## src/logic/rv_decode_pkg.sv

```systemverilog
// ------------------------------
// rv64i decode types; widths are fixed to RV64
// enum encodings start at zero, so a cleared bundle reads as inactive
// ------------------------------
package rv_decode_pkg;

  // data path width
  localparam int XLEN = 64;

  typedef logic [XLEN-1:0] xword_t;
  typedef logic [31:0]     inst_t;
  typedef logic [4:0]      reg_idx_t;
  typedef logic [5:0]      shamt_t;
  typedef logic [6:0]      opcode_t;
  typedef logic [2:0]      funct3_t;

  // major opcodes, inst[6:0]
  localparam opcode_t OPC_LUI      = 7'b0110111;
  localparam opcode_t OPC_AUIPC    = 7'b0010111;
  localparam opcode_t OPC_JAL      = 7'b1101111;
  localparam opcode_t OPC_JALR     = 7'b1100111;
  localparam opcode_t OPC_BRANCH   = 7'b1100011;
  localparam opcode_t OPC_LOAD     = 7'b0000011;
  localparam opcode_t OPC_STORE    = 7'b0100011;
  localparam opcode_t OPC_OP_IMM   = 7'b0010011;
  localparam opcode_t OPC_OP       = 7'b0110011;
  localparam opcode_t OPC_OP_IMM_W = 7'b0011011;
  localparam opcode_t OPC_OP_W     = 7'b0111011;

  // alu funct3, same for reg and imm forms
  localparam funct3_t F3_ADD  = 3'b000;
  localparam funct3_t F3_SLL  = 3'b001;
  localparam funct3_t F3_SLT  = 3'b010;
  localparam funct3_t F3_SLTU = 3'b011;
  localparam funct3_t F3_XOR  = 3'b100;
  localparam funct3_t F3_SR   = 3'b101;
  localparam funct3_t F3_OR   = 3'b110;
  localparam funct3_t F3_AND  = 3'b111;

  // branch funct3; 010 and 011 are reserved
  localparam funct3_t F3_BEQ  = 3'b000;
  localparam funct3_t F3_BNE  = 3'b001;
  localparam funct3_t F3_BLT  = 3'b100;
  localparam funct3_t F3_BGE  = 3'b101;
  localparam funct3_t F3_BLTU = 3'b110;
  localparam funct3_t F3_BGEU = 3'b111;

  typedef enum logic [3:0] {
    ALU_ADD, ALU_SUB, ALU_SLL, ALU_SLT, ALU_SLTU,
    ALU_XOR, ALU_SRL, ALU_SRA, ALU_OR, ALU_AND
  } alu_op_e;

  // always is used by jal and jalr
  typedef enum logic [2:0] {
    BR_NONE, BR_EQ, BR_NE, BR_LT, BR_GE, BR_LTU, BR_GEU, BR_ALWAYS
  } br_cond_e;

  typedef enum logic [1:0] {
    MEM_NONE, MEM_LOAD, MEM_STORE
  } mem_act_e;

  // matches funct3[1:0] of loads and stores
  typedef enum logic [1:0] {
    MW_BYTE, MW_HALF, MW_WORD, MW_DOUBLE
  } mem_width_e;

  // raw fields of one instruction
  typedef struct packed {
    reg_idx_t rs1;
    reg_idx_t rs2;
    reg_idx_t rd;
    funct3_t  funct3;
    logic     f7_bit5;
    opcode_t  opcode;
    xword_t   imm_i;
    xword_t   imm_s;
    xword_t   imm_b;
    xword_t   imm_u;
    xword_t   imm_j;
    shamt_t   shamt;
  } inst_fields_t;

  // decoded class, before operand selection
  typedef struct packed {
    alu_op_e    alu_op;
    br_cond_e   br_cond;
    mem_act_e   mem_act;
    mem_width_e mem_width;
    logic       mem_unsigned;
    logic       is_word;
    logic       rs1_ren;
    logic       rs2_ren;
    logic       rd_wen;
    logic       is_lui;
    logic       is_auipc;
    logic       is_jal;
    logic       is_jalr;
    logic       is_shift_imm;
    logic       illegal;
  } inst_class_t;

  // registered bundle handed to execute
  typedef struct packed {
    alu_op_e    alu_op;
    br_cond_e   br_cond;
    mem_act_e   mem_act;
    mem_width_e mem_width;
    logic       mem_unsigned;
    logic       is_word;
    logic       rs1_ren;
    logic       rs2_ren;
    logic       rd_wen;
    logic       illegal;
    reg_idx_t   rd;
    xword_t     op1;
    xword_t     op2;
    xword_t     op3;
  } dec_bundle_t;

endpackage

```

## src/logic/inst_fields.sv

```systemverilog
// ------------------------------
// pure field slicing, no validity check
// ------------------------------
`timescale 1ns/1ps

module inst_fields (
  input  rv_decode_pkg::inst_t        i_inst,
  output rv_decode_pkg::inst_fields_t o_fields
);

  always_comb begin
    // register indices
    o_fields.rs1     = i_inst[19:15];
    o_fields.rs2     = i_inst[24:20];
    o_fields.rd      = i_inst[11:7];

    // funct bits; only bit 30 of funct7 matters here
    o_fields.funct3  = i_inst[14:12];
    o_fields.f7_bit5 = i_inst[30];
    o_fields.opcode  = i_inst[6:0];

    // i format, inst[31:20]
    o_fields.imm_i = {{(rv_decode_pkg::XLEN-12){i_inst[31]}}, i_inst[31:20]};

    // s format, split around rd slot
    o_fields.imm_s = {{(rv_decode_pkg::XLEN-12){i_inst[31]}},
                      i_inst[31:25],
                      i_inst[11:7]};

    // b format, bit 0 always zero
    o_fields.imm_b = {{(rv_decode_pkg::XLEN-13){i_inst[31]}},
                      i_inst[31],
                      i_inst[7],
                      i_inst[30:25],
                      i_inst[11:8],
                      1'b0};

    // u format, upper 20 bits then sign into 63:32
    o_fields.imm_u = {{(rv_decode_pkg::XLEN-32){i_inst[31]}},
                      i_inst[31:12],
                      12'b0};

    // j format, scrambled 20-bit offset
    o_fields.imm_j = {{(rv_decode_pkg::XLEN-21){i_inst[31]}},
                      i_inst[31],
                      i_inst[19:12],
                      i_inst[20],
                      i_inst[30:21],
                      1'b0};

    // rv64 shift amount is 6 bits, bit 25 included
    o_fields.shamt = i_inst[25:20];
  end

endmodule

```

## src/logic/inst_classifier.sv

```systemverilog
// ------------------------------
// funct7 is checked on bit 30 only; M-extension encodings decode as base ops
// fence, system and csr opcodes decode as illegal
// ------------------------------
`timescale 1ns/1ps

module inst_classifier (
  input  rv_decode_pkg::inst_fields_t i_fields,
  output rv_decode_pkg::inst_class_t  o_class
);

  // funct3 to alu op; alt selects sub or sra
  function automatic rv_decode_pkg::alu_op_e alu_from_f3(
    input rv_decode_pkg::funct3_t f3,
    input logic                   alt
  );
    rv_decode_pkg::alu_op_e op;
    case (f3)
      rv_decode_pkg::F3_ADD:  op = alt ? rv_decode_pkg::ALU_SUB : rv_decode_pkg::ALU_ADD;
      rv_decode_pkg::F3_SLL:  op = rv_decode_pkg::ALU_SLL;
      rv_decode_pkg::F3_SLT:  op = rv_decode_pkg::ALU_SLT;
      rv_decode_pkg::F3_SLTU: op = rv_decode_pkg::ALU_SLTU;
      rv_decode_pkg::F3_XOR:  op = rv_decode_pkg::ALU_XOR;
      rv_decode_pkg::F3_SR:   op = alt ? rv_decode_pkg::ALU_SRA : rv_decode_pkg::ALU_SRL;
      rv_decode_pkg::F3_OR:   op = rv_decode_pkg::ALU_OR;
      default:                op = rv_decode_pkg::ALU_AND;
    endcase
    return op;
  endfunction

  rv_decode_pkg::funct3_t     f3;
  logic                       alt;
  logic                       is_sll;
  logic                       is_sr;
  logic                       word_f3_ok;
  logic                       bad;
  rv_decode_pkg::inst_class_t cls;

  assign f3     = i_fields.funct3;
  assign alt    = i_fields.f7_bit5;
  assign is_sll = (f3 == rv_decode_pkg::F3_SLL);
  assign is_sr  = (f3 == rv_decode_pkg::F3_SR);

  // w forms only have add/sub, sll and the right shifts
  assign word_f3_ok = (f3 == rv_decode_pkg::F3_ADD) || is_sll || is_sr;

  always_comb begin
    // all-zero is add, no branch, no memory, no enables
    cls = '0;
    bad = 1'b0;
    case (i_fields.opcode)
      rv_decode_pkg::OPC_LUI: begin
        cls.is_lui = 1'b1;
        cls.rd_wen = 1'b1;
      end
      rv_decode_pkg::OPC_AUIPC: begin
        cls.is_auipc = 1'b1;
        cls.rd_wen   = 1'b1;
      end
      rv_decode_pkg::OPC_JAL: begin
        cls.is_jal  = 1'b1;
        cls.rd_wen  = 1'b1;
        cls.br_cond = rv_decode_pkg::BR_ALWAYS;
      end
      rv_decode_pkg::OPC_JALR: begin
        cls.is_jalr = 1'b1;
        cls.rs1_ren = 1'b1;
        cls.rd_wen  = 1'b1;
        cls.br_cond = rv_decode_pkg::BR_ALWAYS;
        // only funct3 000 defined
        bad = (f3 != rv_decode_pkg::F3_ADD);
      end
      rv_decode_pkg::OPC_BRANCH: begin
        cls.rs1_ren = 1'b1;
        cls.rs2_ren = 1'b1;
        case (f3)
          rv_decode_pkg::F3_BEQ:  cls.br_cond = rv_decode_pkg::BR_EQ;
          rv_decode_pkg::F3_BNE:  cls.br_cond = rv_decode_pkg::BR_NE;
          rv_decode_pkg::F3_BLT:  cls.br_cond = rv_decode_pkg::BR_LT;
          rv_decode_pkg::F3_BGE:  cls.br_cond = rv_decode_pkg::BR_GE;
          rv_decode_pkg::F3_BLTU: cls.br_cond = rv_decode_pkg::BR_LTU;
          rv_decode_pkg::F3_BGEU: cls.br_cond = rv_decode_pkg::BR_GEU;
          default:                bad = 1'b1;
        endcase
      end
      rv_decode_pkg::OPC_LOAD: begin
        cls.rs1_ren      = 1'b1;
        cls.rd_wen       = 1'b1;
        cls.mem_act      = rv_decode_pkg::MEM_LOAD;
        cls.mem_width    = rv_decode_pkg::mem_width_e'(f3[1:0]);
        cls.mem_unsigned = f3[2];
        // no unsigned double load
        bad = (f3 == 3'b111);
      end
      rv_decode_pkg::OPC_STORE: begin
        cls.rs1_ren   = 1'b1;
        cls.rs2_ren   = 1'b1;
        cls.mem_act   = rv_decode_pkg::MEM_STORE;
        cls.mem_width = rv_decode_pkg::mem_width_e'(f3[1:0]);
        bad = f3[2];
      end
      rv_decode_pkg::OPC_OP_IMM: begin
        cls.rs1_ren      = 1'b1;
        cls.rd_wen       = 1'b1;
        // bit 30 is immediate data unless a right shift
        cls.alu_op       = alu_from_f3(f3, alt & is_sr);
        cls.is_shift_imm = is_sll | is_sr;
        bad = is_sll & alt;
      end
      rv_decode_pkg::OPC_OP_IMM_W: begin
        cls.rs1_ren      = 1'b1;
        cls.rd_wen       = 1'b1;
        cls.is_word      = 1'b1;
        cls.alu_op       = alu_from_f3(f3, alt & is_sr);
        cls.is_shift_imm = is_sll | is_sr;
        bad = !word_f3_ok || (is_sll & alt);
      end
      rv_decode_pkg::OPC_OP: begin
        cls.rs1_ren = 1'b1;
        cls.rs2_ren = 1'b1;
        cls.rd_wen  = 1'b1;
        cls.alu_op  = alu_from_f3(f3, alt);
        // alt only valid on add/sub and srl/sra
        bad = alt && !((f3 == rv_decode_pkg::F3_ADD) || is_sr);
      end
      rv_decode_pkg::OPC_OP_W: begin
        cls.rs1_ren = 1'b1;
        cls.rs2_ren = 1'b1;
        cls.rd_wen  = 1'b1;
        cls.is_word = 1'b1;
        cls.alu_op  = alu_from_f3(f3, alt);
        bad = !word_f3_ok || (is_sll & alt);
      end
      default: begin
        bad = 1'b1;
      end
    endcase

    // illegal wipes every side effect
    if (bad) begin
      cls         = '0;
      cls.illegal = 1'b1;
    end
    o_class = cls;
  end

endmodule

```

## src/logic/operand_issue.sv

```systemverilog
// ------------------------------
// one register stage; bundle holds its value on idle cycles
// ------------------------------
`timescale 1ns/1ps

module operand_issue (
  input  logic                        clk,
  input  logic                        rst,
  input  logic                        i_ena,
  input  rv_decode_pkg::inst_fields_t i_fields,
  input  rv_decode_pkg::inst_class_t  i_class,
  input  rv_decode_pkg::xword_t       i_pc,
  input  rv_decode_pkg::xword_t       i_rs1_data,
  input  rv_decode_pkg::xword_t       i_rs2_data,
  output logic                        o_valid,
  output rv_decode_pkg::dec_bundle_t  o_dec
);

  logic                       is_branch;
  logic                       is_store;
  logic                       use_rs2;
  rv_decode_pkg::shamt_t      shamt_eff;
  rv_decode_pkg::xword_t      pc_off;
  rv_decode_pkg::xword_t      pc_sum;
  rv_decode_pkg::xword_t      op1_d;
  rv_decode_pkg::xword_t      op2_d;
  rv_decode_pkg::xword_t      op3_d;
  rv_decode_pkg::dec_bundle_t dec_d;

  // conditional branch, not jal/jalr
  assign is_branch = (i_class.br_cond != rv_decode_pkg::BR_NONE) &&
                     (i_class.br_cond != rv_decode_pkg::BR_ALWAYS);
  assign is_store  = (i_class.mem_act == rv_decode_pkg::MEM_STORE);

  // r format and branches compare/operate on rs2
  assign use_rs2 = i_class.rs2_ren && !is_store;

  // w shifts ignore shamt[5]
  assign shamt_eff = i_class.is_word ? {1'b0, i_fields.shamt[4:0]} : i_fields.shamt;

  // shared pc adder: branch target, jal target or link address
  always_comb begin
    if (i_class.is_jal) begin
      pc_off = i_fields.imm_j;
    end else if (is_branch) begin
      pc_off = i_fields.imm_b;
    end else begin
      pc_off = rv_decode_pkg::xword_t'(4);
    end
  end

  assign pc_sum = i_pc + pc_off;

  always_comb begin
    // op1
    if (i_class.illegal) begin
      op1_d = '0;
    end else if (i_class.is_lui || i_class.is_auipc) begin
      op1_d = i_fields.imm_u;
    end else if (i_class.is_jal) begin
      op1_d = i_pc;
    end else begin
      op1_d = i_rs1_data;
    end

    // op2
    if (i_class.illegal || i_class.is_lui) begin
      op2_d = '0;
    end else if (i_class.is_auipc) begin
      op2_d = i_pc;
    end else if (i_class.is_jal) begin
      op2_d = rv_decode_pkg::xword_t'(4);
    end else if (i_class.is_shift_imm) begin
      op2_d = rv_decode_pkg::xword_t'(shamt_eff);
    end else if (is_store) begin
      op2_d = i_fields.imm_s;
    end else if (use_rs2) begin
      op2_d = i_rs2_data;
    end else begin
      // jalr, loads, imm arithmetic
      op2_d = i_fields.imm_i;
    end

    // op3
    if (i_class.illegal) begin
      op3_d = '0;
    end else if (is_branch || i_class.is_jal || i_class.is_jalr) begin
      op3_d = pc_sum;
    end else if (is_store) begin
      op3_d = i_rs2_data;
    end else begin
      op3_d = '0;
    end
  end

  // assemble bundle; rd index zero when not written
  always_comb begin
    dec_d.alu_op       = i_class.alu_op;
    dec_d.br_cond      = i_class.br_cond;
    dec_d.mem_act      = i_class.mem_act;
    dec_d.mem_width    = i_class.mem_width;
    dec_d.mem_unsigned = i_class.mem_unsigned;
    dec_d.is_word      = i_class.is_word;
    dec_d.rs1_ren      = i_class.rs1_ren;
    dec_d.rs2_ren      = i_class.rs2_ren;
    dec_d.rd_wen       = i_class.rd_wen;
    dec_d.illegal      = i_class.illegal;
    dec_d.rd           = i_class.rd_wen ? i_fields.rd : '0;
    dec_d.op1          = op1_d;
    dec_d.op2          = op2_d;
    dec_d.op3          = op3_d;
  end

  always_ff @(posedge clk) begin
    if (rst) begin
      o_valid       <= 1'b0;
      // control fields only, operands keep their value
      o_dec.rd_wen  <= 1'b0;
      o_dec.rs1_ren <= 1'b0;
      o_dec.rs2_ren <= 1'b0;
      o_dec.mem_act <= rv_decode_pkg::MEM_NONE;
      o_dec.br_cond <= rv_decode_pkg::BR_NONE;
      o_dec.illegal <= 1'b0;
    end else begin
      o_valid <= i_ena;
      if (i_ena) begin
        o_dec <= dec_d;
      end
    end
  end

endmodule

```

## src/logic/decode_stage.sv

```systemverilog
// ------------------------------
// read ports are combinational from i_inst, bundle one cycle later
// ------------------------------
`timescale 1ns/1ps

module decode_stage (
  input  logic                       clk,
  input  logic                       rst,
  input  logic                       i_ena,
  input  rv_decode_pkg::inst_t       i_inst,
  input  rv_decode_pkg::xword_t      i_pc,
  input  rv_decode_pkg::xword_t      i_rs1_data,
  input  rv_decode_pkg::xword_t      i_rs2_data,
  output rv_decode_pkg::reg_idx_t    o_rs1,
  output rv_decode_pkg::reg_idx_t    o_rs2,
  output logic                       o_rs1_ren,
  output logic                       o_rs2_ren,
  output logic                       o_valid,
  output rv_decode_pkg::dec_bundle_t o_dec
);

  rv_decode_pkg::inst_fields_t fields;
  rv_decode_pkg::inst_class_t  cls;

  // slice fields and immediates
  inst_fields u_fields (
    .i_inst   (i_inst),
    .o_fields (fields)
  );

  // opcode/funct match
  inst_classifier u_classifier (
    .i_fields (fields),
    .o_class  (cls)
  );

  // operand mux and output register
  operand_issue u_issue (
    .clk        (clk),
    .rst        (rst),
    .i_ena      (i_ena),
    .i_fields   (fields),
    .i_class    (cls),
    .i_pc       (i_pc),
    .i_rs1_data (i_rs1_data),
    .i_rs2_data (i_rs2_data),
    .o_valid    (o_valid),
    .o_dec      (o_dec)
  );

  // register file read request, index zero when not read
  assign o_rs1_ren = cls.rs1_ren;
  assign o_rs2_ren = cls.rs2_ren;
  assign o_rs1     = cls.rs1_ren ? fields.rs1 : '0;
  assign o_rs2     = cls.rs2_ren ? fields.rs2 : '0;

endmodule

```

## config.mk

```make
export PLATFORM = sky130hd
export DESIGN_NAME = decode_stage
export DESIGN_NICKNAME = d
export VERILOG_FILES = /design/src/logic/rv_decode_pkg.sv /design/src/logic/inst_fields.sv /design/src/logic/inst_classifier.sv /design/src/logic/operand_issue.sv /design/src/logic/decode_stage.sv
export SDC_FILE = /design/constraint.sdc
export NUM_CORES = 1
export LEC_CHECK = 0
export BUFFER_PORTS_ARGS = -buffer_cell sky130_fd_sc_hd__buf_2
export CORE_MARGIN = 5
export CORE_UTILIZATION = 56
export CTS_CLUSTER_SIZE = 16
export DETAILED_ROUTE_END_ITERATION = 16
export GPL_TIMING_DRIVEN = 0
export PLACE_DENSITY = 0.81
export REMOVE_ABC_BUFFERS = 1
export SLEW_MARGIN = 20
export SYNTH_ARGS = -nofsm -noshare
export SYNTH_HDL_FRONTEND = slang
export SYNTH_HIERARCHICAL = 1
export SYNTH_SLANG_ARGS = --single-unit
```

## constraint.sdc

```tcl
create_clock -name clk -period 14.05 [get_ports clk]
set_input_delay 2.1075 -clock clk [delete_from_list [all_inputs] [get_ports clk]]
set_output_delay 2.1075 -clock clk [all_outputs]
set_load 0.05 [all_outputs]
```

==> results.py, run 1 <==
metrics = {
    "synth": {
        "synthCells": 2139,
        "synth-async-reset-ratio_pct": 0,
        "synth_top_area_share_pct": 32.6,
        "synth-edff-count": 205,
        "synth_flop_cell": "edfxtp_1",
        "ys_types": 82,
        "synth_area_mm2": 0.0189,
        "yosysMostFrequentCell": "buf_4",
        "yosysTopAreaCell": "edfxtp_1",
        "synth.ff_latch_count": 215,
        "synth_commonest_cells": "buf_4 (353), nand2_1 (233), edfxtp_1 (205)",
        "seq_area_frac_synth_pct": 33.6,
        "synth.avg_cell_area_um2": 8.83,
        "yosysWarnings": 6,
        "ys_top_cells_by_area": "edfxtp_1 (33%), buf_4 (14%), mux2i_1 (7.5%), a21oi_1 (4.7%), nand2_1 (4.6%)",
    },
    "floorplanning": {
        "core_mm2": 0.0334,
        "die_x_um": 194,
        "die_h_um": 194,
        "num_rows": 67,
        "initial_core_util_pct": 56.5,
        "num_io_pins": 454,
        "dieArea_mm2": 0.0375,
    },
    "sta": {
        "min_period_over_period_pct": 54.8,
        "max_clock_freq_ghz": 0.130,
        "period_minus_slack_ps": 7700,
        "rsz0062_at_grt": "false",
        "hold_viol_final": 0,
        "slew_headroom_pct": 31.3,
        "worst_slew_pin_slew_ps": 1030,
        "final.setup_skew_ps": 0,
        "setup_viol": 0,
        "slew_viol_final": 0,
    },
    "clocking": {
        "clk-insertion-delay-late_ps": 560,
        "cts_buffers": 26,
        "postCtsResizedCells": 0,
        "cts.sinks": 215,
        "hold_buffers": 0,
        "cts_tree": "yes",
        "clkTransAtPathRegs_ps": 60,
        "cts_setup_buffers": 0,
        "cts-root-buf": "clkbuf_16",
        "h-tree-depth": 1,
        "clock_path_buffers": 3,
    },
    "setup_path": {
        "startpoint": "i_inst[12]",
        "critical_path_arrival_ps": 8000,
        "cp.required_ps": 14340,
        "crit_type": "input port to flop",
        "crit_fanout": 17,
        "startpoint_type": "input port",
        "r2r_start": "u_issue/o_dec[205]",
        "cp-end-kind": "flop",
    },
    "route": {
        "ant_nets": 0,
        "drtIter0Drc": 1686,
        "viasPerCell": 6.10,
        "firstDrtPassIters": 5,
        "num_vias": 16400,
        "wl_um": 58200,
        "wire_per_inst_um": 21.7,
        "remaining_drc_errors": 0,
    },
    "layout": {
        "syn_to_final_growth_pct": 7.88,
        "layout-drive-gt1-share_pct": 27.0,
        "fill_cells": 2810,
        "final_nets": 2510,
        "final_cells": 2686,
    },
    "place": {
        "gp_congestion": 0.894,
        "placed_cells": 2634,
        "portBuffers": 453,
        "hpwl_um": 44500,
    },
    "job": {
        "drv_cap": 0,
    },
    "grt": {
        "antenna_found_initial": 5,
        "grt_overflow": 0,
        "grt_max_degree": 132,
        "grt_pass1_wl_um": 90800,
        "grtUsageTotal_pct": 29.4,
        "grt_pass1_vias": 16000,
    },
    "worst_hold_path": {
        "hp-start": "u_issue/o_dec[208]",
        "hold_path_class": "flop to flop",
    },
    "power": {
        "peakVddDrop_v": 0.000103,
        "total_power_mw": 1.85,
        "power_leakage_nw": 7.83,
        "power_density_mw_per_mm2": 90.9,
    },
    "run_status": {
        "status": "finished, final reports clean",
    },
}
==> metal layers <==
metal | global-route usage (%) | wire [um] | vias up
met5 | 0 | 13 | -
met4 | 10.8 | 2240 | 2
met3 | 5.65 | 5730 | 153
met2 | 46.1 | 26100 | 990
met1 | 40.7 | 24100 | 7666
li1 | - | - | 7583
==> critical path, stage by stage <==
cell and delay (ps):
buf_2 310, nor2b_1 340, o311ai_1 170, a21oi_2 680, nor3_1 200, nor3_1 640, nor3_2 260, buf_6 210
buf_4 180, buf_4 190, a22o_1 210, ha_1 430, a21oi_1 140, o21ai_1 240, a21oi_1 150, or4_1 570
nand4_1 100, a21o_1 150, and3_1 270, a21boi_1 110, xor2_1 250, o21ai_1 80
==> layout by cell type (no fill, tap or decap), drive strengths merged, types with 10 or more instances in the layout <==
| cell | instances |
|---|---|
| a211oi | 69 |
| a21o | 24 |
| a21oi | 183 |
| a22o | 68 |
| and2 | 18 |
| and3 | 11 |
| buf | 524 |
| clkbuf | 28 |
| clkinv | 15 |
| conb | 14 |
| dfxtp | 10 |
| edfxtp | 205 |
| ha | 68 |
| inv | 29 |
| mux2i | 142 |
| nand2 | 234 |
| nand2b | 10 |
| nand3 | 39 |
| nand4 | 29 |
| nor2 | 139 |
| nor2b | 10 |
| nor3 | 36 |
| o211ai | 66 |
| o21ai | 86 |
| o21bai | 19 |
| xnor2 | 34 |
| xor2 | 25 |
==> registers in the layout (all words and copies together), names as in the netlist <==
signal	flops
u_issue/o_valid	1
u_issue/o_dec	214
==> final timing paths <==
path	endpoint	slack, ps	cells after the start
max	u_issue/o_dec[59]	6350	22
min	u_issue/o_dec[208]	490	2
max reg2reg	u_issue/o_dec[205]	13430	2
min reg2reg	u_issue/o_dec[208]	490	2
==> final cells by class <==
type,count,area [um2],share of cell area [%]
clock inverter,20,183,0.896
clock buffer,28,658,3.23
antenna,4,10.0,0.0491
tap,448,561,2.75
inverter,27,101,0.497
timing repair buffer,524,3120,15.3
sequential,215,6360,31.2
multi-input combinational,1420,9390,46.1
==> through the flow <==
stage          setup WS, ps  hold WS, ps  setup TNS [ps]  util (%)  cell area (um2)
2_1_floorplan         -8530          733         -887370         -            15800
4_1_cts                6570          496               0      60.9            20400
3_5_place_dp           6040          482               0      58.4            19500
6_report               6350          491               0      60.9            20400
3_3_place_gp         -27630          469        -4358650      55.6            18600
5_1_grt                6140          521               0      60.9            20400
==> cells by family (layout without fill, tap and decap cells) <==
kind of cell | count (synthesis) | after routing | synth area share (%)
xor+xnor | 59 | 59 | 2.73
simple gates | 559 | 559 | 13.3
other cells | 1 | 18 | 0.0198
mux | 142 | 142 | 7.52
buf+inv | 517 | 599 | 17.4
compound gates | 577 | 577 | 20.7
flops | 215 | 215 | 33.6
fa+ha+maj | 69 | 69 | 4.61
==> where the power goes <==
part / switching (mW) / internal [mW] / leakage (nW) / total, mW
combinational: 0.311 / 0.124 / 5.64 / 0.435
sequential: 0.00865 / 0.738 / 1.77 / 0.746
clock: 0.279 / 0.393 / 0.415 / 0.673
total: 0.599 / 1.25 / 7.83 / 1.85
(Power assumes the default switching activity.)
==> inputs of run 2 (changes only) <==
--- a/config.mk
+++ b/config.mk
@@ -5,13 +5,14 @@
 export SDC_FILE = /design/constraint.sdc
 export NUM_CORES = 1
 export LEC_CHECK = 0
+export ABC_AREA = 1
 export BUFFER_PORTS_ARGS = -buffer_cell sky130_fd_sc_hd__buf_2
 export CORE_MARGIN = 5
-export CORE_UTILIZATION = 56
+export CORE_UTILIZATION = 51
 export CTS_CLUSTER_SIZE = 16
 export DETAILED_ROUTE_END_ITERATION = 16
 export GPL_TIMING_DRIVEN = 0
-export PLACE_DENSITY = 0.81
+export PLACE_DENSITY = 0.76
 export REMOVE_ABC_BUFFERS = 1
 export SLEW_MARGIN = 20
 export SYNTH_ARGS = -nofsm -noshare
==> constraint.sdc (replaced) <==
create_clock -name clk -period 6.65 [get_ports clk]
set_input_delay 0.9975 -clock clk [delete_from_list [all_inputs] [get_ports clk]]
set_output_delay 0.9975 -clock clk [all_outputs]
set_load 0.05 [all_outputs]
==> run 2 against run 1 <==
First-iteration DRC count up 27%. Clock power up 110%. Largest power group unchanged. Sequential share of layout area is 3.1 points lower. Power up 100%. Critical path type unchanged. Non-clock buffer count shrank 24. Highest routed layer unchanged. Critical path depth is 8 higher.
==> results.py, run 2 <==
metrics = {
    "layout": {
        "top_regs": "u_issue/o_dec (214), u_issue/o_valid (1)",
        "final_cells": 3836,
        "fill_cells": 4091,
        "layout_common_cells": "nand2_1 (1160), buf_2 (467), inv_1 (343)",
        "syn_to_final_growth_pct": 6.73,
        "stdcell_area_mm2": 0.0227,
        "layout_commonest_cell": "nand2_1",
        "layout-drive-gt1-share_pct": 20.7,
        "final_nets": 3577,
        "largest_reg_flops": 214,
        "top_register": "u_issue/o_dec",
    },
    "power": {
        "total_power_mw": 3.76,
        "power.share.switching_pct": 32.5,
        "peakVddDrop_v": 0.000156,
        "power_leakage_nw": 10.6,
        "p_switching_mw": 1.22,
        "seq_power_share_pct": 41.9,
        "combPwrFrac_pct": 21.5,
        "clock_power_share_pct": 36.6,
        "internal_power_mw": 2.54,
        "power_density_mw_per_mm2": 166,
    },
    "place": {
        "placed_cells": 3784,
        "hpwl_um": 53800,
        "gp_congestion": 0.991,
        "portBuffers": 453,
        "pre_cts_ws_ps": 146,
        "place_area_mm2": 0.0218,
    },
    "setup_path": {
        "crit_type": "input port to flop",
        "critPathSlowestCell": "nand3_4",
        "cpMostUsedCell": "nand2_1",
        "cp-end-kind": "flop",
        "critPathMaxStageDelay_ps": 480,
        "crit_fanout": 43,
        "cp.required_ps": 6950,
        "critical_path_arrival_ps": 5880,
        "startpoint_type": "input port",
    },
    "clocking": {
        "cts_buffers": 26,
        "cts-root-buf": "clkbuf_16",
        "clk-insertion-delay-late_ps": 550,
        "cts_tree": "yes",
        "clock_path_buffers": 3,
        "h-tree-depth": 1,
        "clkTransAtPathRegs_ps": 60,
        "cts_setup_buffers": 0,
        "cts.sinks": 215,
        "hold_buffers": 0,
        "postCtsResizedCells": 0,
    },
    "sta": {
        "worst_slack_ps": 1070,
        "final.setup_skew_ps": 0,
        "setup_viol": 0,
        "slew_headroom_pct": 44.3,
        "min_period_over_period_pct": 83.9,
        "max_clock_freq_ghz": 0.179,
        "worst_slew_pin_slew_ps": 836,
        "rsz0062_at_grt": "false",
        "slew_viol_final": 0,
        "whs_ps": 468,
        "period_minus_slack_ps": 5580,
        "hold_viol_final": 0,
    },
    "grt": {
        "grt_pass1_wl_um": 108000,
        "grtUsageTotal_pct": 28.9,
        "grt_pass1_vias": 18900,
        "antenna_found_initial": 5,
        "grt_overflow": 0,
        "grt_max_degree": 132,
    },
    "run_status": {
        "status": "finished, final reports clean",
    },
    "synth": {
        "synth_commonest_cells": "nand2_1 (1161), buf_4 (354), inv_1 (346)",
        "synthCells": 3219,
        "yosysTopAreaCell": "edfxtp_1",
        "synth.avg_cell_area_um2": 6.59,
        "synth_area_mm2": 0.0212,
        "synth_top_family_by_area": "simple AND/OR/NAND/NOR gates",
        "yosysWarnings": 6,
        "synth_top_area_share_pct": 29.0,
        "synth_flop_cell": "edfxtp_1",
        "synthAdderAreaFrac_pct": 4.10,
        "synth-async-reset-ratio_pct": 0,
        "seq_area_frac_synth_pct": 29.9,
        "ys_types": 49,
        "synth-xor-area-share_pct": 0.0413,
        "synth.ff_latch_count": 215,
        "synth-edff-count": 205,
        "yosysMostFrequentCell": "nand2_1",
        "yosys.area_share.simple_pct": 33.6,
        "muxShareOfSynthArea_pct": 0,
        "ys_top_cells_by_area": "edfxtp_1 (29%), nand2_1 (21%), buf_4 (13%), inv_1 (6.1%), nand3_1 (5.5%)",
        "synth_compound_area_share_pct": 10.9,
    },
    "floorplanning": {
        "num_io_pins": 454,
        "num_rows": 74,
        "core_mm2": 0.0410,
        "dieArea_mm2": 0.0458,
        "initial_core_util_pct": 51.8,
        "die_h_um": 214,
        "die_x_um": 214,
    },
    "route": {
        "wire_per_inst_um": 18.4,
        "wl_um": 70600,
        "ant_nets": 0,
        "remaining_drc_errors": 0,
        "firstDrtPassIters": 6,
        "drtIter0Drc": 2139,
        "num_vias": 20800,
        "viasPerCell": 5.42,
    },
    "worst_hold_path": {
        "hold_path_class": "flop to flop",
    },
    "job": {
        "drv_cap": 0,
    },
}
run 2: layout make-up:
type	count	area, um2	area share [%]
Clock inverter	12	71.3	0.315
Tap cell	532	666	2.94
Antenna cell	3	7.51	0.0331
Multi-Input combinational cell	2172	10400	46.1
Timing Repair Buffer	500	2980	13.2
Inverter	366	1400	6.16
Sequential cell	215	6360	28.1
Clock buffer	36	739	3.26
run 2: cell families (layout without fill, tap and decap cells):
kind of cell,Yosys count,after routing
buffers and inverters,845,914
xor gates and xnor gates,1,1
AOI/OAI and AO/OA,403,403
other,1,17
DFF,215,215
and+or+nand+nor,1685,1685
adders and majority gates,69,69
run 2: path summary, 6_finish.rpt:
path                                         start            endpoint  slack (ps)  depth (start not counted)
worst max-delay path                    i_inst[12]   u_issue/o_dec[48]        1070                         30
worst min-delay path            u_issue/o_dec[205]  u_issue/o_dec[205]         470                          2
worst max register to register  u_issue/o_dec[206]  u_issue/o_dec[206]        5960                          2
worst min register to register  u_issue/o_dec[205]  u_issue/o_dec[205]         470                          2
run 2: per-layer routing:
| layer | vias to the layer above | global-route usage (%) | share of wire, % |
|---|---|---|---|
| met3 | 136 | 5.00 | 10 |
| li1 | 10100 | - | - |
| met2 | 1108 | 46.0 | 44 |
| met4 | 4 | 8.80 | 2.9 |
| met1 | 9393 | 40.4 | 42 |
| met5 | - | 0 | 0.037 |
run 2: power by group through the flow:
stage | Sequential, mW | Combinational (mW) | Clock (mW)
6_report | 1.57 | 0.809 | 1.38
4_1_cts | 1.58 | 0.803 | 1.40
3_5_place_dp | 1.60 | 0.800 | 0
2_1_floorplan | 1.89 | 0.229 | 0
3_3_place_gp | 1.63 | 0.781 | 0
5_1_grt | 1.58 | 0.860 | 1.45
run 2: critical path, delay by kind of cell:
| kind | cells | cell delay (ps) |
|---|---|---|
| and+or+nand+nor | 20 | 2810 |
| buffers and inverters | 6 | 1270 |
| AOI/OAI and AO/OA | 3 | 400 |
| adders and majority gates | 1 | 390 |
run 2: metrics by stage:
step	TNS (ps)	util (%)
finish	0	55.2
detailed placement	0	53.2
floorplan	-2760240	-
global placement	-7604810	51.3
global route	0	55.2
CTS	0	55.2
